==> config.mk <==
export PLATFORM = sky130hd
export DESIGN_NAME = fc_mac_core
export DESIGN_NICKNAME = d
export VERILOG_FILES = /design/src/hdl/fc_params_pkg.sv /design/src/hdl/fc_types_pkg.sv /design/src/hdl/fc_mac_core.sv
export SDC_FILE = /design/constraint.sdc
export NUM_CORES = 1
export LEC_CHECK = 0
export BUFFER_PORTS_ARGS = -buffer_cell sky130_fd_sc_hd__buf_2
export CORE_ASPECT_RATIO = 0.8
export CORE_UTILIZATION = 64
export DETAILED_ROUTE_END_ITERATION = 10
export PLACE_DENSITY = 0.82
export SLEW_MARGIN = 5
export SYNTH_ARGS = -nofsm -noshare
export SYNTH_HDL_FRONTEND = slang
export SYNTH_SLANG_ARGS = --single-unit
==> constraint.sdc <==
create_clock -name clk -period 22.3 [get_ports clk]
set_input_delay 4.46 -clock clk [delete_from_list [all_inputs] [get_ports clk]]
set_output_delay 4.46 -clock clk [all_outputs]
set_load 0.03 [all_outputs]
==> src/hdl/fc_params_pkg.sv <==
package fc_params_pkg;

  // ==================================================
  // lane count and word sizes
  // ==================================================

  // parallel mac lanes, and the width of a lane select
  localparam int GOBOU_CORE    = 4;
  localparam int GOBOU_CORELOG = 2;

  // data word and the quantize shift amount
  localparam int DWIDTH        = 16;
  localparam int DWIDTHLOG     = 4;

  // accumulator, wide enough for long dot products
  localparam int ACCWIDTH      = 40;

  // ==================================================
  // memories and layer counters
  // ==================================================

  // image memory address bits
  localparam int MEMSIZE       = 10;
  // weight memory address bits, one memory per lane
  localparam int GOBOU_NETSIZE = 9;
  // total_in / total_out counters
  localparam int LWIDTH        = 10;
  // idle cycles between two batches of outputs
  localparam int SETUP_TIME    = 4;

endpackage

==> src/hdl/fc_types_pkg.sv <==
package fc_types_pkg;

  // layer sequencer states
  typedef enum logic [2:0] {
    WAIT,
    SETUP,
    INPUT,
    BIAS,
    OUTPUT
  } fc_state_e;

  // strobes between the sequencer and the mac lanes
  typedef struct packed {
    // clear the accumulator / result ready on the way back
    logic start;
    // one product to accumulate
    logic valid;
    // end of the dot product
    logic stop;
  } fc_ctrl_s;

endpackage

==> src/hdl/fc_mac_core.sv <==
`timescale 1ns/1ps

module fc_mac_core (
  input  logic                                    clk,
  input  logic                                    xrst,
  input  fc_types_pkg::fc_ctrl_s                  ctrl_in,
  input  logic signed [fc_params_pkg::DWIDTH-1:0] x,
  input  logic signed [fc_params_pkg::DWIDTH-1:0] w,
  input  logic                                    breg_we,
  input  logic [fc_params_pkg::DWIDTHLOG-1:0]     qbits,
  input  logic                                    bias_en,
  input  logic                                    relu_en,
  output fc_types_pkg::fc_ctrl_s                  ctrl_out,
  output logic signed [fc_params_pkg::DWIDTH-1:0] result
);

  fc_types_pkg::fc_ctrl_s                                ctrl_q;
  logic signed [2*fc_params_pkg::DWIDTH-1:0]             prod;
  logic signed [fc_params_pkg::ACCWIDTH-1:0]             acc;
  logic signed [fc_params_pkg::DWIDTH-1:0]               bias;
  logic signed [fc_params_pkg::ACCWIDTH-1:0]             bias_ext;
  logic signed [fc_params_pkg::ACCWIDTH-1:0]             sum;
  logic signed [fc_params_pkg::ACCWIDTH-1:0]             act;
  logic signed [fc_params_pkg::ACCWIDTH-1:0]             act_q;
  logic signed [fc_params_pkg::ACCWIDTH-1:0]             shifted;
  logic [fc_params_pkg::ACCWIDTH-fc_params_pkg::DWIDTH:0] upper;

  // product stage with the ctrl delayed to match
  always_ff @(posedge clk) begin
    prod <= x * w;
  end

  always_ff @(posedge clk) begin
    if (!xrst) begin
      ctrl_q <= '0;
    end else begin
      ctrl_q <= ctrl_in;
    end
  end

  always_ff @(posedge clk) begin
    if (ctrl_q.start) begin
      acc <= '0;
    end else if (ctrl_q.valid) begin
      acc <= acc + {{(fc_params_pkg::ACCWIDTH - 2*fc_params_pkg::DWIDTH)
                     {prod[2*fc_params_pkg::DWIDTH-1]}}, prod};
    end
  end

  // bias word arrives from the weight ram right after the last input
  always_ff @(posedge clk) begin
    if (breg_we) begin
      bias <= w;
    end
  end

  // ==================================================
  // bias, relu, requantize
  // ==================================================

  assign bias_ext = bias_en
                  ? {{(fc_params_pkg::ACCWIDTH - fc_params_pkg::DWIDTH)
                      {bias[fc_params_pkg::DWIDTH-1]}}, bias}
                  : '0;
  assign sum      = acc + bias_ext;
  assign act      = (relu_en && sum[fc_params_pkg::ACCWIDTH-1]) ? '0 : sum;

  always_ff @(posedge clk) begin
    if (ctrl_q.stop) begin
      act_q <= act;
    end
  end

  assign shifted = act_q >>> qbits;
  // all bits above the result's sign must equal it
  assign upper   = shifted[fc_params_pkg::ACCWIDTH-1:fc_params_pkg::DWIDTH-1];

  always_comb begin
    if (&upper || ~|upper) begin
      result = shifted[fc_params_pkg::DWIDTH-1:0];
    end else if (shifted[fc_params_pkg::ACCWIDTH-1]) begin
      result = {1'b1, {(fc_params_pkg::DWIDTH-1){1'b0}}};
    end else begin
      result = {1'b0, {(fc_params_pkg::DWIDTH-1){1'b1}}};
    end
  end

  // result ready one cycle after the activation stage
  always_ff @(posedge clk) begin
    if (!xrst) begin
      ctrl_out <= '0;
    end else begin
      ctrl_out.start <= ctrl_q.stop;
      ctrl_out.valid <= ctrl_q.stop;
      ctrl_out.stop  <= 1'b0;
    end
  end

endmodule

; ---- After elaboration in Yosys (flattened, before gate mapping)
; Index checks and enable logic that the tools add are counted.
[word_totals]
inputBits = 44
elab_cells = 21
reg_bits = 133
out_inout_bits = 19
[op_classes]
n_reduce_logical = 5
shifts = 1
addsub = 2
muxes = 3
mul = 1
[op_table]
columns = cell, n
row1 = $add 40x40->40, 2
row2 = $mux 40, 1
row3 = $sshr 40x4->40, 1
row4 = $mul 16x16->32, 1
row5 = $mux 16, 2
row6 = $reduce_and 25->1, 1
row7 = $reduce_or 25->1, 1
row8 = $logic_and 1x1->1, 1
row9 = $logic_not 1->1, 1
row10 = $logic_or 1x1->1, 1

; ---- Longest topological paths before layout
[depth]
depth_word = 5
ltp_mapped = 24
mapped_depth_nobuf = 23

; ---- Worst setup path after synthesis
; OpenSTA, ideal clock, no wires.
[synth_timing]
kind = in2out
start = input port qbits[0] in the netlist's numbering
end = output port result[11] in the netlist's numbering
setup_slack_ns = 10.863
required_ns = 17.840
path_stages = 12
n_path_buf = 4
arrival_ns = 6.977
path_cell_list = buf_6 > buf_8 > mux4_1 > nand2_1 > nand2_2 > a2111oi_2 > nor2_1 > nor4_2 > a31o_1 > buf_6 > buf_12 > mux2i_1
[synth_between]
elab_chain_cells = 5
elab_cells_between_ends = 7
classes_between = shift (1) / mux (2) / reduce/logical (4)
[synth_rtl]
columns = element, line
row1 = from (decl), fc_mac_core.sv:10  ; input logic [fc_params_pkg::DWIDTHLOG-1:0] qbits,
row2 = $sshr 40x4->40 (*), fc_mac_core.sv:74  ; assign shifted = act_q >>> qbits;
row3 = $reduce_or 25->1, fc_mac_core.sv:79  ; if (&upper || ~|upper) begin
row4 = $logic_not 1->1, fc_mac_core.sv:79
row5 = $logic_or 1x1->1, fc_mac_core.sv:79
row6 = $mux 16 (*), fc_mac_core.sv:79
row7 = to (decl), fc_mac_core.sv:14  ; output logic signed [fc_params_pkg::DWIDTH-1:0] result
; Every way passes the cells marked *; elsewhere a longest branch is shown, timed or not.

; ---- Worst setup path after layout
[layout_timing]
start = input port qbits[0] in the netlist's numbering
end = output port result[1] in the netlist's numbering
; The elaborated chain is that of the path after synthesis.

==> out/metrics.cfg <==
[floorplan]
io_pins=63
core_area_um2=30300
start_util_pct=65.0
rows=57
die_area_um2=31500
die_y_um=159
die_w_um=198

[cells_and_area]
layout-drive-gt1-share_pct=6.26
n_fill_cell=2360
layout.nets=2643
final_common_cell=inv_1
final_cells=2601
fin_area_um2=20800
multi_input_area_um2=14900
final_cell_mix=inv_1, fa_1, nand2_1
areaGrowthSynthToFinish_pct=5.41
antenna_cells=0
seq_area_um2=3210

[clock_tree]
ctsRootBufferMaster=clkbuf_16
cts_setup_buffers=0
cts_hold_buffers=0
cts_tree=yes
clock_latency_ps=440
cts_sinks=132
h-tree-depth=4
clock_path_buffers=2
cts_resized=0
cts_made_buffers=17
clk_pin_slew_ps=60

[critical_path]
start_kind=primary input
worstSetupPathType=primary input to output port
path_buf_inv=3
cp_slowest_cell=a31o_1
cp_top_family=buffers and inverters
cpPeakStageDelay_ps=650
path_cells=buf_2, inv_2, mux2i_1, mux2i_1, or4_1, a21oi_1, nand4_1, nor3_1, a31o_1, mux2_2, buf_2
cp.arrival_ps=8260
critPathCaptureType=output port
worstPathRequired_ps=17840
critical_path.max_fanout=36

[synthesis]
synth_area_um2=19700
synth-edff-count=56
yosys_warnings=0
synth_top_cells_by_area=fa_1, ha_1, edfxtp_1
synth.top_cell.area_share_pct=26.8
synth_fp_nets=2639
synthDistinctLibCells=81
syn_inst=2171
yosysSeqAreaShare_pct=16.2
ys_ff_latch=132
syn_area_per_cell_um2=9.08
ys.flop_type=dfxtp_1
yosysTopAreaCell=fa_1
async_reset_ff_share_pct=0

[detailed_routing]
drt_iter0_markers=997
wl_um=46200
routedWlPerCell_um=17.8
dr.pass1.iters=10
drc=2
dr_total_vias=15500
antenna_left=0
vias_per_cell=5.95

[worst_hold_path]
hp-class=flip-flop to flip-flop

[place]
place_hpwl_um=37000
dp_cells=2569
placed_cell_area_um2=20200
gp_congestion=0.896
numPortBuffers=61

[sta]
setup_violations=0
fmax_mhz=78.6
fin_skew_ps=11.0
rsz0062_at_grt=false
finalCritPeriodShare_pct=57.0
post-route-min-period_ps=12720
hold_viol_final=0
maxSlewViolCount=0
tightest_slew_ps=1070
slew_headroom_pct=28.8
setup_tns_ps=0

[run_status]
status=finished, violations left
violations=design-rule violations

[global_route]
grt_max_degree=50
grt_pass1_wl_um=79100
track_usage_pct=31.4
grt_pass1_vias=16100
antenna_found_initial=2
overflow=0

[job]
maxCapViolations=0

[layer usage]
layer | GRT usage (%) | up-vias | wire length (um)
met5 | 0 | - | 0
met4 | 8.14 | 0 | 840
met3 | 4.07 | 76 | 2630
met2 | 51.9 | 511 | 22300
met1 | 43.8 | 7681 | 20400
li1 | - | 7204 | -
[worst paths after layout]
path / start / end / slack (ps) / cells past startpoint
max: qbits[0] / result[1] / 9580 / 11
min: acc[20] / acc[20] / 510 / 2
max reg2reg: bias[15] / act_q[36] / 17980 / 12
min reg2reg: acc[20] / acc[20] / 510 / 2
[tightest hold or removal path: stages, from the launching register on]
cell,delay [ps]
dfxtp_1,330
nand2_1,70
o22ai_1,60
[Yosys cell counts (56+ instances only)]
cell type / instances
a21oi_1: 110
and2_1: 151
clkbuf_1: 61
dfxtp_1: 76
edfxtp_1: 56
fa_1: 264
ha_1: 160
inv_1: 318
mux2i_1: 66
nand2_1: 234
nor2_1: 125
o21ai_0: 73
xnor2_1: 62
[per-stage QoR]
stage          util, %  worst slack (ps)  hold WS (ps)
2_1_floorplan        -             10860           476
3_3_place_gp      66.7              9690           499
3_5_place_dp      66.7              9620           505
4_1_cts           68.6              9630           516
5_1_grt           68.6              9270           537
6_report          68.6              9580           512
[flip-flops by register name (all words and copies together) (netlist names)]
signal / flops
acc: 40
act_q: 40
bias: 16
ctrl_out: 1
ctrl_q: 3
prod: 32
[cells by family after synthesis]
group	after synthesis	share of synthesized area (%)
multiplexers	98	6.55
AO/OA/AOI/OAI	358	11.7
adder cells (fa/ha/maj)	424	37.0
other	1	0.0190
XOR/XNOR	89	3.95
AND/OR/NAND/NOR	668	16.6
buffers and inverters	401	7.98
flip-flops	132	16.2
[layout make-up]
| type | count | share of cell area, % |
|---|---|---|
| tap | 413 | 2.49 |
| timing repair buffer | 67 | 1.69 |
| multi-input combinational | 1638 | 71.9 |
| inverter | 319 | 5.76 |
| clock inverter | 11 | 0.488 |
| clock buffer | 21 | 2.27 |
| sequential | 132 | 15.4 |
Power is not shown: default switching activity piles up to over one toggle a cycle in this logic, so the estimate is an artifact.
