**src/hdl/fc_params_pkg.sv**
```systemverilog
package fc_params_pkg;

  // ==================================================
  // lane count and word sizes
  // ==================================================

  // parallel mac lanes, and the width of a lane select
  localparam int GOBOU_CORE    = 4;
  localparam int GOBOU_CORELOG = 2;

  // data word and the quantize shift amount
  localparam int DWIDTH        = 16;
  localparam int DWIDTHLOG     = 4;

  // accumulator, wide enough for long dot products
  localparam int ACCWIDTH      = 40;

  // ==================================================
  // memories and layer counters
  // ==================================================

  // image memory address bits
  localparam int MEMSIZE       = 10;
  // weight memory address bits, one memory per lane
  localparam int GOBOU_NETSIZE = 9;
  // total_in / total_out counters
  localparam int LWIDTH        = 10;
  // idle cycles between two batches of outputs
  localparam int SETUP_TIME    = 4;

endpackage

```
**src/hdl/fc_serializer.sv**
```systemverilog
`timescale 1ns/1ps

module fc_serializer (
  input  logic                                                             clk,
  input  logic                                                             xrst,
  input  logic                                                             load,
  input  logic [fc_params_pkg::GOBOU_CORE-1:0][fc_params_pkg::DWIDTH-1:0]  lane_data,
  output logic signed [fc_params_pkg::DWIDTH-1:0]                          out_wdata
);

  logic [fc_params_pkg::GOBOU_CORE-1:0][fc_params_pkg::DWIDTH-1:0] shreg;

  // lanes move down toward lane 0, zeros fill from the top
  always_ff @(posedge clk) begin
    if (!xrst) begin
      shreg <= '0;
    end else if (load) begin
      shreg <= lane_data;
    end else begin
      shreg <= {{fc_params_pkg::DWIDTH{1'b0}}, shreg[fc_params_pkg::GOBOU_CORE-1:1]};
    end
  end

  assign out_wdata = shreg[0];

endmodule

```
**config.mk**
```make
export PLATFORM = sky130hd
export DESIGN_NAME = fc_serializer
export DESIGN_NICKNAME = d
export VERILOG_FILES = /design/src/hdl/fc_params_pkg.sv /design/src/hdl/fc_serializer.sv
export SDC_FILE = /design/constraint.sdc
export NUM_CORES = 1
export LEC_CHECK = 0
export CORE_MARGIN = 2
export CORE_UTILIZATION = 55
export DETAILED_ROUTE_END_ITERATION = 6
export DONT_BUFFER_PORTS = 1
export GPL_ROUTABILITY_DRIVEN = 0
export PLACE_DENSITY = 0.74
export SETUP_SLACK_MARGIN = 0.2
export SYNTH_ARGS = -nofsm -noshare
export SYNTH_HDL_FRONTEND = slang
export SYNTH_SLANG_ARGS = --single-unit
```
**constraint.sdc**
```tcl
create_clock -name clk -period 0.8 [get_ports clk]
set_input_delay 0.16 -clock clk [delete_from_list [all_inputs] [get_ports clk]]
set_output_delay 0.16 -clock clk [all_outputs]
set_load 0.01 [all_outputs]
```
# Yosys cells after proc, flatten, opt, wreduce, memory -nomap -nowiden

Index checks and enable logic that the tools add are counted.

Bits in latches: 0
Input port bits: 67
Memories kept: 0
Bits in registers: 64
Memory bits (writable): 0
ROM bits: 0

$mul: 0
Shift operators: 0
Bitwise logic cells: 0
Add/subtract/negate cells: 0
Mux-type cells: 1
Reduce and logical (&&, ||, !) cells: 1
Equal/unequal tests: 0
Div/mod/pow operators: 0
Magnitude comparators: 0

Operators by type and width:

| operator            | count |
|---|---|
| 2-to-1 mux 48 bit   | 1 |
| AND reduction 2 bit | 1 |

# Logic depth before layout (Yosys ltp)

Gate-level depths: netlist of the first run.

Depth after elaboration: 1
Depth in mapped cells: 4

# Worst setup path before layout of the first run

OpenSTA, ideal clock, no wires.

Path type: input -> register
Start point: in load
End point: reg shreg (netlist bit out_wdata[0])
Library setup time: 0.116 ns
Stages on the path: 4
Path slack: -0.006 ns
Required time: 0.684 ns
Buffers on the path: 2
Arrival: 0.690 ns
Path through: buf_6 -> buf_12 -> mux2i_1 -> nor2b_1

Longest elaborated chain between the ends: 1

Ends and longest elaborated chain:

| item                 | line                | text |
|---|---|---|
| start, declared      | fc_serializer.sv:6  | `input logic load,` |
| 2-to-1 mux 48 bit    | fc_serializer.sv:17 | `end else if (load) begin` |
| end signal, assigned | fc_serializer.sv:18 | `shreg <= lane_data;` |
| end signal, assigned | fc_serializer.sv:20 | `shreg <= {{fc_params_pkg::DWIDTH{1'b0}}, shreg[fc_params_pkg::GOBOU_CORE-1:1]};` |
| end, declared        | fc_serializer.sv:11 | `logic [fc_params_pkg::GOBOU_CORE-1:0][fc_params_pkg::DWIDTH-1:0] shreg;` |

No other way between the ends.
A chain may end at the register's enable or synchronous reset.

# Final worst setup path of the first run

Start point: reg shreg (netlist bit out_wdata[7])
End point: out out_wdata[7] (netlist bit)

RTL lines:

| item          | line               | text |
|---|---|---|
| end, declared | fc_serializer.sv:8 | `output logic signed [fc_params_pkg::DWIDTH-1:0] out_wdata` |

No word-level cell between the ends.

==> results of run 1 <==
per-stage QoR:
stage	hold slack [ns]	total power (W)	utilization, %	TNS, ns	worst slack (ns)
final	-0.02827	0.006404	57.58	-0.2903	-0.03029
after detailed placement	0.2985	0.003782	51.86	0	0.1865
after global routing	-0.05034	0.006693	57.58	-0.8362	-0.06403
after floorplan	0.3192	0.003959	-	0	0.02371
after CTS	-0.04730	0.006506	57.05	-0.6407	-0.04966
after global placement	0.2943	0.003766	51.86	0	0.2131
cells in the mapped netlist:
| cell type | n |
|---|---|
| buf_4 | 16 |
| buf_12 | 4 |
| buf_8 | 1 |
| mux2i_1 | 48 |
| dfxtp_1 | 64 |
| buf_6 | 2 |
| clkbuf_1 | 6 |
| buf_2 | 1 |
| and3_1 | 16 |
| nor2b_1 | 48 |
sequential cells by signal, summed over array words and instances (netlist names):
| register | cells |
|---|---|
| out_wdata | 16 |
| shreg | 48 |
routing by layer:
layer  up-vias  part of all wire (%)
li1        619                     -
met2        60                    46
met4         0                   2.0
met3        10                   9.5
met5         -                     0
met1       531                    42
cell families (layout without fill, tap and decap cells):
group	count (synthesis)	count (layout)	synth area share (%)
muxes	48	48	19.79
and+or+nand+nor	64	64	16.50
buffers and inverters	30	16	10.93
DFF	64	64	52.78
timing repair:
action                                  CTS  global route
endpoints found under the hold margin    63            63
endpoints found under the setup margin   27            61
gates resized for setup                  19            18
setup buffers                             0             0
how the worst max path moves through the flow:
stage | to | slack [ns] | cells after the start
finish | out_wdata[7] | -0.03 | 0
floorplan | shreg[53]$_SDFF_PN0_ | 0.02 | 4
global route | out_wdata[7] | -0.06 | 0
detailed placement | out_wdata[4]$_SDFF_PN0_ | 0.19 | 2
CTS | out_wdata[7] | -0.05 | 0
global placement | shreg[44]$_SDFF_PN0_ | 0.21 | 2
power by group through the flow:
stage | clock network [W] | registers (W) | logic, W
after global routing | 0.00292 | 0.00346 | 0.000310
after floorplan | 0 | 0.00346 | 0.000503
after CTS | 0.00278 | 0.00344 | 0.000279
after global placement | 0 | 0.00350 | 0.000267
after detailed placement | 0 | 0.00350 | 0.000278
final | 0.00268 | 0.00345 | 0.000273
final cells by class:
| cell class | instances | area (um^2) | area share (%) |
|---|---|---|---|
| Sequential cell | 64 | 1328 | 53.69 |
| Multi-Input combinational cell | 112 | 880.8 | 35.63 |
| Clock buffer | 13 | 158.9 | 6.427 |
| Tap cell | 52 | 65.06 | 2.632 |
| Clock inverter | 3 | 40.04 | 1.619 |
==> results.toml, run 1 <==
[hold_path]
hold_depth = 1
hold_path.class = "in -> reg"
min_from = "xrst"
hold_end = "shreg[35]$_SDFF_PN0_"

[yosys]
syn-cell-area_um2 = 2427
synth_nets = 273
ys_seq_area_share_pct = 52.78
synthCells = 206
synth.avg_cell_area_um2 = 11.78
synth_top_cell_by_area = "dfxtp_1"
yosys_warnings = 0
synth-seq-cells = 64
synth.top_cell.area_share_pct = 52.78
synthTopCellsByArea = "dfxtp_1 53%, mux2i_1 20%, nor2b_1 12%, buf_4 4.9%, and3_1 4.1%"
synth.distinct_cells = 10

[timing]
relSlewSlack_pct = 89.33
rsz0062_at_grt = "true"
finalMaxSlewViolations = 0
hold_viol_final = 53
worst_slew_pin_slew_ns = 0.1556
max_freq_ghz = 1.204
layout_setup_ws_ns = -0.03029
fin_crit_ns = 0.8303
timing.hold.ws_ns = -0.02827
fin_crit_sh_pct = 103.8
finalSetupViolations = 16
fin_skew_ns = 0.004963

[clock_tree]
clk_pin_slew_ns = 0.06
cts_root_buf = "clkbuf_8"
h-tree-depth = 3
clock_latency_ns = 0.32
cts.sinks = 64
clockBufferDepth = 2
cts_tree = "built"
cts_buffers = 9

[drt]
ant_nets = 0
initialDrtViolationCount = 52
drtPass1Iterations = 2
vias = 1220
via_per_inst = 5.000
wl_um = 3428
drc = 0
routedWlPerCell_um = 14.05

[power_and_ir_drop]
ir_worst_vdd_uv = 1487
cellPowerDensity_nw_per_um2 = 2590
p_seq_share_pct = 53.9
power.switching_w = 0.001232
p_clk_share_pct = 41.9
p_leak_nw = 1.099
p_int_w = 0.005171
netSwitchingFraction_pct = 19.24
combPwrFrac_pct = 4.3

[outcome]
status = "finished, violations left"
failed_checks = "negative hold slack, negative setup slack"

[job]
cap_violations = 0

[floorplanning]
ios = 83
die_x_um = 70.43
coreArea_um2 = 4294
std_cell_rows = 24
die_area_um2 = 4960
initial_core_util_pct = 56.53
dieHeight_um = 70.43

[finish]
drive_above_1_share_pct = 26.56
syn2layout_area_growth_pct = 1.856
antenna_cells = 0
nets = 254
layout.cells.most_common_list = "48 x mux2i_1, 48 x nor2b_1, 37 x dfxtp_2"
fillers = 351
final_cells = 244
final_area_um2 = 2472

[global_route]
grt_max_degree = 65
grt_overflow = 0
grt_pass1_vias = 1319
grtUsageMet1_pct = 15.50
grt_most_used_layer = "met2"
grt_antenna_before_repair = 0
track_usage_pct = 14.90
use_met2_pct = 24.00
gr-usage-met3_pct = 7.215
grt_pass1_wl_um = 5609

[worst_setup_path]
crit_start = "out_wdata[7]$_SDFF_PN0_"
critPathLaunchType = "flip-flop"
worstSetupPathType = "reg -> out"
worstRegToRegCells = 2
crit_path_end_kind = "output port"
crit_required_ns = 0.64
rrSetupSlack_ns = 0.17
timing.rr.end = "shreg[24]$_SDFF_PN0_"
r2r-start = "shreg[40]$_SDFF_PN0_"
critPathMaxFanout = 1
crit_arrival_ns = 0.67

[placement]
dp_cells = 228
port_buffers = 0
place_area_um2 = 2227
Note: power is estimated with default switching activity, not from simulation.
==> run 2, diff against run 1 <==
--- a/config.mk
+++ b/config.mk
@@ -6,11 +6,11 @@
 export NUM_CORES = 1
 export LEC_CHECK = 0
 export CORE_MARGIN = 2
-export CORE_UTILIZATION = 55
+export CORE_UTILIZATION = 50
 export DETAILED_ROUTE_END_ITERATION = 6
 export DONT_BUFFER_PORTS = 1
 export GPL_ROUTABILITY_DRIVEN = 0
-export PLACE_DENSITY = 0.74
+export PLACE_DENSITY = 0.69
 export SETUP_SLACK_MARGIN = 0.2
 export SYNTH_ARGS = -nofsm -noshare
 export SYNTH_HDL_FRONTEND = slang
==> run 2 against run 1 <==
The flow still finishes with violations (negative hold slack, negative setup slack). Combinational power barely moved. Clock power fell by 5%. Register-to-register slack barely moved. Sequential share of layout area rose by 0.21 points. Die area rose by 9.4%. Sequential power barely moved. Global-route usage fell by 1.0 points. Final cell count rose by 0.82%. Setup slack barely moved. Hold slack improved by 0.0028 ns. Critical path type unchanged. Highest routed layer unchanged.
==> results.toml, run 2 (synthesis gave the netlist of run 1 again) <==
[drt]
drtPass1Iterations = 4
wl_um = 3580
ant_nets = 0
drc = 0
vias = 1231
initialDrtViolationCount = 37
via_per_inst = 5.004
routedWlPerCell_um = 14.55

[global_route]
grt_pass1_vias = 1243
grt_max_degree = 65
grt_antenna_before_repair = 0
grt_overflow = 0
grt_pass1_wl_um = 5499
track_usage_pct = 13.90

[worst_setup_path]
crit_start = "out_wdata[3]$_SDFF_PN0_"
r2r-start = "shreg[54]$_SDFF_PN0_"
worstSetupPathType = "reg -> out"
rrSetupSlack_ns = 0.18
critPathLaunchType = "flip-flop"
crit_path_end_kind = "output port"
crit_required_ns = 0.64
crit_cells = 0
worstRegToRegCells = 2
timing.rr.end = "shreg[38]$_SDFF_PN0_"
critPathMaxFanout = 1
crit_end = "out_wdata[3]"
crit_arrival_ns = 0.67

[finish]
finish.utilization_pct = 52.53
drive_above_1_share_pct = 27.60
antenna_cells = 0
layout.cells.most_common_list = "48 x mux2i_1, 48 x nor2b_1, 38 x dfxtp_2"
syn2layout_area_growth_pct = 1.546
multi_input_area_um2 = 880.8
top_register = "shreg"
nets = 254
seq_area_um2 = 1329
largest_reg_flops = 48
fillers = 406

[floorplanning]
die_area_um2 = 5428
std_cell_rows = 25
coreArea_um2 = 4692
die_x_um = 73.68
initial_core_util_pct = 51.73
dieHeight_um = 73.68
ios = 83

[clock_tree]
h-tree-depth = 3
clk_pin_slew_ns = 0.07
cts_root_buf = "clkbuf_8"
clock_latency_ns = 0.32
cts_buffers = 9
post_cts_buffers = 0
cts.sinks = 64
cts_tree = "built"
clockBufferDepth = 2

[outcome]
failed_checks = "negative hold slack, negative setup slack"
status = "finished, violations left"

[timing]
finalSetupViolations = 16
worst_slew_pin_slew_ns = 0.1691
timing.hold.ws_ns = -0.02543
layout_setup_ws_ns = -0.03064
fin_crit_sh_pct = 103.8
max_freq_ghz = 1.204
rsz0062_at_grt = "true"
fin_skew_ns = 0.006970
fin_crit_ns = 0.8306
finalMaxSlewViolations = 0
final.setup.tns_ns = -0.3772
hold_viol_final = 52
relSlewSlack_pct = 88.40

[power_and_ir_drop]
p_leak_nw = 1.088
ir_worst_vdd_uv = 1573
cellPowerDensity_nw_per_um2 = 2545

[hold_path]
hold_path.class = "in -> reg"

[job]
cap_violations = 0

[placement]
port_buffers = 0
## run 2: changes by cell type in the layout (fill, tap and decap cells not counted)
cell	previous run	this run
dfxtp_1	27	26
clkinvlp_4	0	2
clkinv_2	2	3
clkbuf_1	2	1
clkbuf_8	11	9
dfxtp_2	37	38
## run 2: worst min path at each step
stage                              from                 endpoint  cells after the start
after floorplan           lane_data[48]     shreg[48]$_SDFF_PN0_                      1
after global placement             xrst  out_wdata[7]$_SDFF_PN0_                      1
after detailed placement           xrst     shreg[32]$_SDFF_PN0_                      1
after CTS                          xrst     shreg[26]$_SDFF_PN0_                      1
after global routing               xrst     shreg[38]$_SDFF_PN0_                      1
final                              xrst     shreg[34]$_SDFF_PN0_                      1
## run 2: repair_timing
action | in CTS | in global routing
endpoints found under the hold margin | 64 | 64
setup endpoints to repair | 27 | 60
resized for setup | 22 | 16
## run 2: through the flow
step	std cells	instance area (um^2)	worst slack, ns	total power, W
5_1_grt	246	2465	-0.07107	0.006549
3_5_place_dp	230	2230	0.1902	0.003784
4_1_cts	246	2445	-0.05348	0.006350
2_1_floorplan	206	2466	0.02371	0.003959
6_report	246	2465	-0.03064	0.006272
3_3_place_gp	230	2230	0.2163	0.003766
## run 2: final cells by class
type / count / area share (%)
multi-input combinational: 112 / 35.74
clock buffer: 10 / 5.178
sequential: 64 / 53.91
tap: 54 / 2.741
clock inverter: 6 / 2.437
## run 2: power by group
| part | leakage [nW] | total (W) | switching, W | internal (W) |
|---|---|---|---|---|
| Combinational | 0.455 | 0.000274 | 0.0000820 | 0.000192 |
| Clock | 0.0920 | 0.00255 | 0.00113 | 0.00142 |
| Sequential | 0.541 | 0.00345 | 0.0000713 | 0.00338 |
| Total | 1.09 | 0.00627 | 0.00128 | 0.00499 |
## run 2: layer usage
layer	vias up	wire (um)	track usage (%)
met5	-	0	0
met3	6	280	6.859
li1	624	-	-
met2	55	1635	21.73
met1	546	1609	15.01
met4	0	55	8.485
