### src/hdl/fc_params_pkg.sv
package fc_params_pkg;

  // ==================================================
  // lane count and word sizes
  // ==================================================

  // parallel mac lanes, and the width of a lane select
  localparam int GOBOU_CORE    = 4;
  localparam int GOBOU_CORELOG = 2;

  // data word and the quantize shift amount
  localparam int DWIDTH        = 16;
  localparam int DWIDTHLOG     = 4;

  // accumulator, wide enough for long dot products
  localparam int ACCWIDTH      = 40;

  // ==================================================
  // memories and layer counters
  // ==================================================

  // image memory address bits
  localparam int MEMSIZE       = 10;
  // weight memory address bits, one memory per lane
  localparam int GOBOU_NETSIZE = 9;
  // total_in / total_out counters
  localparam int LWIDTH        = 10;
  // idle cycles between two batches of outputs
  localparam int SETUP_TIME    = 4;

endpackage

### src/hdl/fc_types_pkg.sv
package fc_types_pkg;

  // layer sequencer states
  typedef enum logic [2:0] {
    WAIT,
    SETUP,
    INPUT,
    BIAS,
    OUTPUT
  } fc_state_e;

  // strobes between the sequencer and the mac lanes
  typedef struct packed {
    // clear the accumulator / result ready on the way back
    logic start;
    // one product to accumulate
    logic valid;
    // end of the dot product
    logic stop;
  } fc_ctrl_s;

endpackage

### src/hdl/fc_ctrl.sv
`timescale 1ns/1ps

module fc_ctrl (
  input  logic                                     clk,
  input  logic                                     xrst,
  input  fc_types_pkg::fc_ctrl_s                   in_ctrl,
  input  logic                                     req,
  input  logic [fc_params_pkg::GOBOU_CORELOG-1:0]  net_sel,
  input  logic                                     net_we,
  input  logic [fc_params_pkg::GOBOU_NETSIZE-1:0]  net_addr,
  input  logic [fc_params_pkg::MEMSIZE-1:0]        in_offset,
  input  logic [fc_params_pkg::MEMSIZE-1:0]        out_offset,
  input  logic [fc_params_pkg::GOBOU_NETSIZE-1:0]  net_offset,
  input  logic [fc_params_pkg::DWIDTHLOG-1:0]      qbits,
  input  logic [fc_params_pkg::LWIDTH-1:0]         total_out,
  input  logic [fc_params_pkg::LWIDTH-1:0]         total_in,
  input  logic                                     bias_en,
  input  logic                                     relu_en,
  input  logic signed [fc_params_pkg::DWIDTH-1:0]  out_wdata,
  output fc_types_pkg::fc_ctrl_s                   out_ctrl,
  output logic                                     ack,
  output logic                                     img_we,
  output logic [fc_params_pkg::MEMSIZE-1:0]        img_addr,
  output logic signed [fc_params_pkg::DWIDTH-1:0]  img_wdata,
  output logic [fc_params_pkg::GOBOU_CORE-1:0]     mem_net_we,
  output logic [fc_params_pkg::GOBOU_NETSIZE-1:0]  mem_net_addr,
  output logic [fc_params_pkg::DWIDTHLOG-1:0]      q_qbits,
  output logic                                     q_bias_en,
  output logic                                     q_relu_en,
  output logic                                     breg_we,
  output logic                                     serial_we
);

  fc_types_pkg::fc_state_e                 state;
  fc_types_pkg::fc_ctrl_s                  ctrl_q;
  logic                                    req_d;
  logic                                    ack_q;
  logic                                    start_req;
  logic                                    setup_end;
  logic                                    input_end;
  logic                                    output_end;
  logic                                    last_iter;
  logic [fc_params_pkg::LWIDTH-1:0]        total_in_q;
  logic [fc_params_pkg::LWIDTH-1:0]        total_out_q;
  logic [fc_params_pkg::LWIDTH-1:0]        count_in;
  logic [fc_params_pkg::LWIDTH-1:0]        count_out;
  logic [fc_params_pkg::LWIDTH-1:0]        setup_cnt;
  logic [fc_params_pkg::MEMSIZE-1:0]       in_offset_q;
  logic [fc_params_pkg::MEMSIZE-1:0]       out_offset_q;
  logic [fc_params_pkg::MEMSIZE-1:0]       img_addr_q;
  logic [fc_params_pkg::GOBOU_NETSIZE-1:0] net_addr_q;
  logic [fc_params_pkg::DWIDTHLOG-1:0]     qbits_q;
  logic                                    bias_en_q;
  logic                                    relu_en_q;
  logic                                    breg_we_q;
  logic                                    serial_we_q;
  logic                                    img_we_q;
  logic [fc_params_pkg::GOBOU_CORELOG:0]   serial_cnt;

  // ==================================================
  // sequencer
  // ==================================================

  // req only counts while idle
  assign start_req  = state == fc_types_pkg::WAIT && req && !req_d;
  assign setup_end  = state == fc_types_pkg::SETUP
                   && int'(setup_cnt) == fc_params_pkg::SETUP_TIME - 1;
  assign input_end  = state == fc_types_pkg::INPUT && count_in == total_in_q - 1'b1;
  assign output_end = state == fc_types_pkg::OUTPUT
                   && int'(serial_cnt) == fc_params_pkg::GOBOU_CORE;
  // the last write of the batch is still in flight at output_end
  assign last_iter  = int'(count_out) + 1 >= int'(total_out_q);

  always_ff @(posedge clk) begin
    if (!xrst) begin
      req_d <= 1'b0;
    end else begin
      req_d <= req;
    end
  end

  always_ff @(posedge clk) begin
    if (!xrst) begin
      state     <= fc_types_pkg::WAIT;
      count_in  <= '0;
      setup_cnt <= '0;
    end else begin
      case (state)
        fc_types_pkg::WAIT: begin
          if (start_req) begin
            state <= fc_types_pkg::INPUT;
          end
        end
        fc_types_pkg::SETUP: begin
          if (setup_end) begin
            state     <= fc_types_pkg::INPUT;
            setup_cnt <= '0;
          end else begin
            setup_cnt <= setup_cnt + 1'b1;
          end
        end
        fc_types_pkg::INPUT: begin
          if (input_end) begin
            state    <= fc_types_pkg::BIAS;
            count_in <= '0;
          end else begin
            count_in <= count_in + 1'b1;
          end
        end
        fc_types_pkg::BIAS: begin
          state <= fc_types_pkg::OUTPUT;
        end
        fc_types_pkg::OUTPUT: begin
          if (output_end) begin
            state <= last_iter ? fc_types_pkg::WAIT : fc_types_pkg::SETUP;
          end
        end
        default: begin
          state <= fc_types_pkg::WAIT;
        end
      endcase
    end
  end

  always_ff @(posedge clk) begin
    if (!xrst) begin
      ack_q <= 1'b1;
    end else if (start_req) begin
      ack_q <= 1'b0;
    end else if (output_end && last_iter) begin
      ack_q <= 1'b1;
    end
  end

  assign ack = ack_q;

  // layer parameters, held for the whole run
  always_ff @(posedge clk) begin
    if (!xrst) begin
      qbits_q      <= '0;
      bias_en_q    <= 1'b0;
      relu_en_q    <= 1'b0;
      total_in_q   <= '0;
      total_out_q  <= '0;
      in_offset_q  <= '0;
      out_offset_q <= '0;
    end else if (start_req) begin
      qbits_q      <= qbits;
      bias_en_q    <= bias_en;
      relu_en_q    <= relu_en;
      total_in_q   <= total_in;
      total_out_q  <= total_out;
      in_offset_q  <= in_offset;
      out_offset_q <= out_offset;
    end
  end

  assign q_qbits   = qbits_q;
  assign q_bias_en = bias_en_q;
  assign q_relu_en = relu_en_q;

  // ==================================================
  // strobes to the lanes and the serializer
  // ==================================================

  always_ff @(posedge clk) begin
    if (!xrst) begin
      ctrl_q      <= '0;
      breg_we_q   <= 1'b0;
      serial_we_q <= 1'b0;
      img_we_q    <= 1'b0;
    end else begin
      ctrl_q.start <= start_req || setup_end;
      ctrl_q.valid <= state == fc_types_pkg::INPUT;
      ctrl_q.stop  <= state == fc_types_pkg::BIAS;
      breg_we_q    <= state == fc_types_pkg::BIAS;
      // results come back with the lane start
      serial_we_q  <= in_ctrl.start;
      img_we_q     <= serial_we_q
                   || (serial_cnt != '0 && int'(serial_cnt) < fc_params_pkg::GOBOU_CORE);
    end
  end

  assign out_ctrl  = ctrl_q;
  assign breg_we   = breg_we_q;
  assign serial_we = serial_we_q;
  assign img_we    = img_we_q;
  assign img_wdata = out_wdata;

  // position within the shifted-out batch
  always_ff @(posedge clk) begin
    if (!xrst) begin
      serial_cnt <= '0;
    end else if (serial_we_q) begin
      serial_cnt <= 1;
    end else if (int'(serial_cnt) == fc_params_pkg::GOBOU_CORE) begin
      serial_cnt <= '0;
    end else if (serial_cnt != '0) begin
      serial_cnt <= serial_cnt + 1'b1;
    end
  end

  // output pointer, one step per image write
  always_ff @(posedge clk) begin
    if (!xrst) begin
      count_out <= '0;
    end else if (start_req) begin
      count_out <= '0;
    end else if (img_we_q) begin
      count_out <= count_out + 1'b1;
    end
  end

  // ==================================================
  // address generation
  // ==================================================

  always_ff @(posedge clk) begin
    if (!xrst) begin
      img_addr_q <= '0;
    end else if (start_req) begin
      img_addr_q <= in_offset;
    end else if (output_end) begin
      img_addr_q <= in_offset_q;
    end else if (serial_we_q) begin
      img_addr_q <= out_offset_q + count_out;
    end else if (state == fc_types_pkg::INPUT || img_we_q) begin
      img_addr_q <= img_addr_q + 1'b1;
    end
  end

  assign img_addr = img_addr_q;

  // runs on through consecutive weight blocks, bias word last
  always_ff @(posedge clk) begin
    if (!xrst) begin
      net_addr_q <= '0;
    end else if (start_req) begin
      net_addr_q <= net_offset;
    end else if (state == fc_types_pkg::INPUT || state == fc_types_pkg::BIAS) begin
      net_addr_q <= net_addr_q + 1'b1;
    end
  end

  // host load takes the weight address
  assign mem_net_addr = net_we ? net_addr : net_addr_q;

  for (genvar c = 0; c < fc_params_pkg::GOBOU_CORE; c++) begin : g_net_we
    assign mem_net_we[c] = net_we && int'(net_sel) == c;
  end

endmodule

### config.mk
export PLATFORM = sky130hd
export DESIGN_NAME = fc_ctrl
export DESIGN_NICKNAME = d
export VERILOG_FILES = /design/src/hdl/fc_params_pkg.sv /design/src/hdl/fc_types_pkg.sv /design/src/hdl/fc_ctrl.sv
export SDC_FILE = /design/constraint.sdc
export NUM_CORES = 1
export LEC_CHECK = 0
export ABC_AREA = 1
export BUFFER_PORTS_ARGS = -buffer_cell sky130_fd_sc_hd__buf_4
export CORE_MARGIN = 2
export CORE_UTILIZATION = 35
export CTS_BUF_LIST = sky130_fd_sc_hd__clkbuf_16
export DETAILED_ROUTE_END_ITERATION = 10
export SLEW_MARGIN = 10
export SYNTH_ARGS = -nofsm -noshare
export SYNTH_HDL_FRONTEND = slang
export SYNTH_SLANG_ARGS = --single-unit
### constraint.sdc
create_clock -name clk -period 2.3 [get_ports clk]
set_clock_uncertainty 0.1 [all_clocks]
set_input_delay 0.46 -clock clk [delete_from_list [all_inputs] [get_ports clk]]
set_output_delay 0.46 -clock clk [all_outputs]
set_load 0.005 [all_outputs]
### Yosys cells after proc, flatten, opt, wreduce, memory -nomap -nowiden

Index checks and enable logic that the tools add are counted.
W data, S select, Z words.

* $mul: 0
* shifts and indexed selects: 0
* reductions and logical operators: 26
* add/subtract/negate cells: 9
* bitwise operators: 1
* eq/ne operators: 14
* divide/modulo/power cells: 0
* muxes and demuxes: 20
* order comparisons: 2

Operator list (number)
* $mux W10: 6
* $add A10 B1 Y10 const B: 4
* $mux W9: 3
* $pmux W3 S5: 1
* $mux W3: 4
* $add A10 B1 Y11 const B: 1
* $ge A11 B10 Y1: 1
* $logic_and A1 B1 Y1: 11
* $add A10 B10 Y10: 1
* $eq A10 B10 Y1: 1
* $eq A10 B3 Y1 const B: 1
* $sub A10 B1 Y10 const B: 1
* $add A9 B1 Y9 const B: 1
* $ne A2 B2 Y1 const B: 4
* $eq A3 B2 Y1 const B: 2
* $eq A3 B3 Y1 const B: 2
* $mux W1: 6
* $reduce_bool A3 Y1: 2
* $eq A2 B2 Y1 const B: 2
* $logic_or A1 B1 Y1: 4
* $reduce_and A4 Y1: 1
* $reduce_bool A2 Y1: 2
* $reduce_bool A4 Y1: 1
* $add A3 B1 Y3 const B: 1
* other kinds (9): 9

* memory bits (read-only): 0
* latch bits: 0
* input bits: 89
* flip-flop bits (word level): 108
* memories kept: 0
* output and inout port bits: 52
* memory bits (writable): 0
* word-level logic and storage cells: 94

### Longest topological paths before layout

* depth after elaboration: 6
* depth in mapped cells: 17
* mapped depth without buffers: 17

### Least setup slack after synthesis

Ideal clock, no wire load.

* path kind: register -> register
* from: reg count_out[1] in the netlist's numbering
* to: reg state[0]
* path buffers: 0
* arrival time: 2035 ps
* path slack: 33 ps
* period minus slack after synthesis: 2267 ps
* library setup time: 132 ps
* cell stages (with the launch flop): 16
* required time: 2068 ps
* cell sequence: dfxtp_1 ha_1 nand2_1 nor2_1 nand3_1 xor2_1 ha_1 nand2_1 inv_1 nand3_1 nor3_1 nand3b_1 nand4_1 nand2_1 nand3_1 a21oi_1

* longest elaborated chain between the ends: 5

Ends and longest elaborated chain
* from (decl): line fc_ctrl.sv:46 `logic [fc_params_pkg::LWIDTH-1:0] count_out;`
* from (signal assigned): line fc_ctrl.sv:210 `count_out <= count_out + 1'b1;`
* $add A10 B1 Y11: line fc_ctrl.sv:72 `assign last_iter = int'(count_out) + 1 >= int'(total_out_q);`
* $ge A11 B10 Y1: line fc_ctrl.sv:72
* $mux W1: line fc_ctrl.sv:115 `state <= last_iter ? fc_types_pkg::WAIT : fc_types_pkg::SETUP;`
* $mux W3: line fc_ctrl.sv:114 `if (output_end) begin`
* $pmux W3 S5: line fc_ctrl.sv:88 `case (state)`
* to (signal assigned): line fc_ctrl.sv:91 `state <= fc_types_pkg::INPUT;`
* to (signal assigned): line fc_ctrl.sv:115
* to (signal assigned): line fc_ctrl.sv:119 `state <= fc_types_pkg::WAIT;`
* to (decl): line fc_ctrl.sv:34 `fc_types_pkg::fc_state_e state;`

Every way passes these cells. The select of a mux whose other input is x is not followed.
A chain may end at the register's enable or synchronous reset.

### Worst setup path after layout

Same ends and word-level chain as after synthesis.

==> flow_summary.rst <==
.. list-table::
   :header-rows: 1

   * - Metric
     - Value
   * - Die extent in x
     - 137 um
   * - XOR/XNOR Fraction of Synth Area
     - 3.94%
   * - Total CTS buffers
     - 9
   * - Share of flip-flops with an asynchronous set or reset
     - 0%
   * - Total standard cell area after synthesis
     - 0.00622 mm^2
   * - Initial Utilization
     - 35.9%
   * - Final wirelength
     - 16200 um
   * - Number of search-and-repair iterations in the first detailed-routing pass
     - 4
   * - Peak supply drop
     - 0.000443 V
   * - Placed wire-length estimate
     - 12200 um
   * - FP Rows
     - 48
   * - Static Leak
     - 0.00355 uW
   * - Post-synthesis sequential element count
     - 108
   * - Clock latency at the later pin of the worst-skew pair
     - 350 ps
   * - Synth top cells by count
     - 167 x sky130_fd_sc_hd__nand2_1, 111 x sky130_fd_sc_hd__nor2_1, 108 x sky130_fd_sc_hd__dfxtp_1
   * - Via density per instance
     - 4.85
   * - M1 GR Usage
     - 24.9%
   * - Core box area
     - 0.0174 mm^2
   * - Post-synth cell types
     - 49
   * - Max_slew headroom
     - 73.4%
   * - Category of the critical setup timing path
     - flip-flop to flip-flop
   * - Hold Path Cell Cnt
     - 3
   * - TritonCTS Sinks
     - 108
   * - Routed wire per std cell
     - 13.1 um
   * - Minimum setup slack in the final design
     - -50.4 ps
   * - Leading post-synthesis cells by cell area
     - sky130_fd_sc_hd__dfxtp_1 35%, sky130_fd_sc_hd__nand2_1 10%, sky130_fd_sc_hd__o21ai_0 8.0%
   * - First-pass GRT wire length
     - 25900 um
   * - Placement Setup Slack
     - -203 ps
   * - Portion of the clock cycle consumed by the worst path in the final layout
     - 102%
   * - Final critical-path required period
     - 2350 ps
   * - Max FO, Critical Path
     - 4
   * - Total congestion overflow after global routing
     - 0
   * - Transition time of the tightest slew-check pin
     - 395 ps
   * - Power per Cell Area
     - 768 mW/mm^2
   * - Count of endpoints failing hold in the final timing report
     - 0
   * - Via count of the first global-routing pass
     - 5325
   * - Required time of the worst setup path
     - 2440 ps
   * - Post-synthesis instance total
     - 906
   * - DRC violation count after routing
     - 0
   * - Most repeated cell in the gate-level netlist after synthesis
     - sky130_fd_sc_hd__nand2_1
   * - Proportion of netlist area held by the largest area contributor
     - 34.7%
   * - Timing-limited maximum frequency
     - 425 MHz
   * - Synthesized-area fraction occupied by adder cells
     - 5.75%
   * - Launching element type of the critical path
     - flip-flop
   * - Final nets
     - 1122
   * - Via count
     - 5984
   * - Remaining antenna violation count after routing
     - 0
   * - Tot Pwr
     - 5940 uW
   * - CP arrival
     - 2490 ps
   * - Global placer's final weighted congestion
     - 0.848
   * - YS warnings
     - 0
   * - Dominant cell type by area after synthesis
     - sky130_fd_sc_hd__dfxtp_1
   * - Port-buffer cells
     - 106
   * - Final antenna diode count
     - 0
   * - Number of top-level pins
     - 141
   * - Syn Area/Cell
     - 6.87 um^2
   * - TritonCTS clock tree
     - built
   * - Result of the run
     - complete, but fails checks
   * - Grt met2 use
     - 25.6%
   * - Setup repair after global routing missed its margin
     - yes
   * - Buffer levels on the longest clock path
     - 2
   * - Post-synth net total
     - 1023
   * - H-tree levels
     - 3
   * - Prevailing post-synth register cell
     - sky130_fd_sc_hd__dfxtp_1
   * - Kind of capture point of the worst setup path
     - flip-flop
   * - Failing checks
     - negative setup slack
   * - Clock root cell
     - sky130_fd_sc_hd__clkbuf_16
   * - Hold buffer count at cts
     - 0
   * - Final setup violation count
     - 1
   * - Post-synthesis mux area share
     - 0%
   * - Area delta synth->final
     - 24.2%
   * - Setup Total Neg Slack
     - -50.4 ps
   * - Max Cap Violations
     - 0
   * - Overall fraction of global-route tracks in use
     - 17.3%
   * - GR Layer Usage met3
     - 4.05%
   * - Antenna violations before repair
     - 0
   * - Compound-gate portion of the synthesized area
     - 18.0%
   * - DR iter-0 viols
     - 312
   * - Simple logic cell fraction of the synthesized area
     - 26.2%
   * - Number of flops mapped to enable cells by yosys
     - 0
   * - Final worst hold slack
     - 181 ps
   * - Worst Hold Class
     - primary input to flip-flop
   * - Overall die area
     - 0.0189 mm^2
   * - Dominant combinational cell family by area after synthesis
     - simple AND/OR/NAND/NOR gates
   * - Number of cells on the worst reg-to-reg path
     - 16
   * - Share of synthesized area occupied by flip-flops and latches
     - 34.7%
   * - Fin. max-slew vios
     - 0
   * - Pin count of the biggest net entering global routing
     - 42
   * - Grt peak-use layer
     - met2
   * - Share of cells above drive strength 1
     - 19.9%
   * - Die extent in y
     - 137 um
   * - Clock transition time at the flip-flop clock pins of the worst setup and hold paths
     - 70 ps
state kept, by name, summed over array words and instances (netlist names), 4 cells and up:
name / flops
count_out: 10
count_in: 10
out_offset_q: 10
net_addr_q: 9
total_in_q: 10
in_offset_q: 10
img_addr: 10
q_qbits: 4
total_out_q: 10
setup_cnt: 10
cell usage in the layout (no fill, tap or decap), types with 7 or more instances in the layout:
cell / netlist / routed
sky130_fd_sc_hd__a21oi_1: 76 / 73
sky130_fd_sc_hd__buf_4: 21 / 135
sky130_fd_sc_hd__clkbuf_16: 0 / 9
sky130_fd_sc_hd__dfxtp_1: 108 / 106
sky130_fd_sc_hd__ha_1: 27 / 24
sky130_fd_sc_hd__inv_1: 104 / 103
sky130_fd_sc_hd__inv_2: 6 / 7
sky130_fd_sc_hd__nand2_1: 167 / 166
sky130_fd_sc_hd__nand3_1: 51 / 45
sky130_fd_sc_hd__nand3_2: 1 / 7
sky130_fd_sc_hd__nor2_1: 111 / 107
sky130_fd_sc_hd__nor2_2: 6 / 9
sky130_fd_sc_hd__nor3_1: 13 / 12
sky130_fd_sc_hd__o21ai_0: 99 / 95
sky130_fd_sc_hd__xnor2_1: 10 / 10
sky130_fd_sc_hd__xor2_1: 18 / 15
path summary, 6_finish.rpt:
kind / startpoint / endpoint / slack, ps
setup / recovery: count_out[1] / state[0] / -50
hold / removal: in_ctrl[2] / serial_we / 180
setup reg to reg: count_out[1] / state[0] / -50
hold reg to reg: in_offset_q[2] / in_offset_q[2] / 350
critical path, stage by stage, from the launching register on:
cell	delay, ps
sky130_fd_sc_hd__dfxtp_4	370
sky130_fd_sc_hd__nand3_2	80
sky130_fd_sc_hd__nor2_1	90
sky130_fd_sc_hd__inv_1	70
sky130_fd_sc_hd__nor2_2	120
sky130_fd_sc_hd__nand3_2	90
sky130_fd_sc_hd__nor2_2	110
sky130_fd_sc_hd__xor2_1	220
sky130_fd_sc_hd__inv_1	110
sky130_fd_sc_hd__ha_4	300
sky130_fd_sc_hd__nand2_1	60
sky130_fd_sc_hd__nor2_1	120
sky130_fd_sc_hd__nand3_1	100
sky130_fd_sc_hd__nand4_1	130
sky130_fd_sc_hd__nand2_1	60
sky130_fd_sc_hd__nand3_1	60
sky130_fd_sc_hd__a21oi_1	60
power by group:
part | switching [uW] | internal [uW] | total (uW)
logic | 1070 | 779 | 1850
registers | 204 | 2110 | 2310
clock network | 717 | 1060 | 1780
total | 1990 | 3950 | 5940
layout make-up:
class | count | area (um^2)
multi-input cells | 638 | 3490
fillers | 1779 | 9630
well taps | 225 | 282
flip-flops and latches | 108 | 2170
inverters | 112 | 425
clock buffers | 9 | 225
repair buffers | 136 | 1020
clock inverters | 6 | 111
per-layer routing:
metal  vias up  share of wire (%)
met4         0                1.2
met5         -                  0
li1       3138                  -
met2       124                 44
met1      2705                 50
met3        17                4.5
logic make-up after synthesis:
kind of cell,after synthesis
and+or+nand+nor,374
AOI/OAI and AO/OA,208
buffers and inverters,160
DFF,108
xor gates and xnor gates,28
adders and majority gates,28
timing repair:
item	4_1_cts	5_1_grt
resized for setup	10	25
setup buffers	1	2
hold endpoints to repair	0	0
pin swaps	9	13
endpoints found under the setup margin	2	11
stage by stage:
stage / utilization [%] / cells / cell area [um^2]
CTS: 43.8 / 1232 / 7610
detailed placement: 41.6 / 1216 / 7230
finish: 44.5 / 1234 / 7730
floorplan: - / 906 / 6220
global route: 44.5 / 1234 / 7730
global placement: 41.6 / 1216 / 7230
No activity file was read; power rests on OpenSTA's default activity.
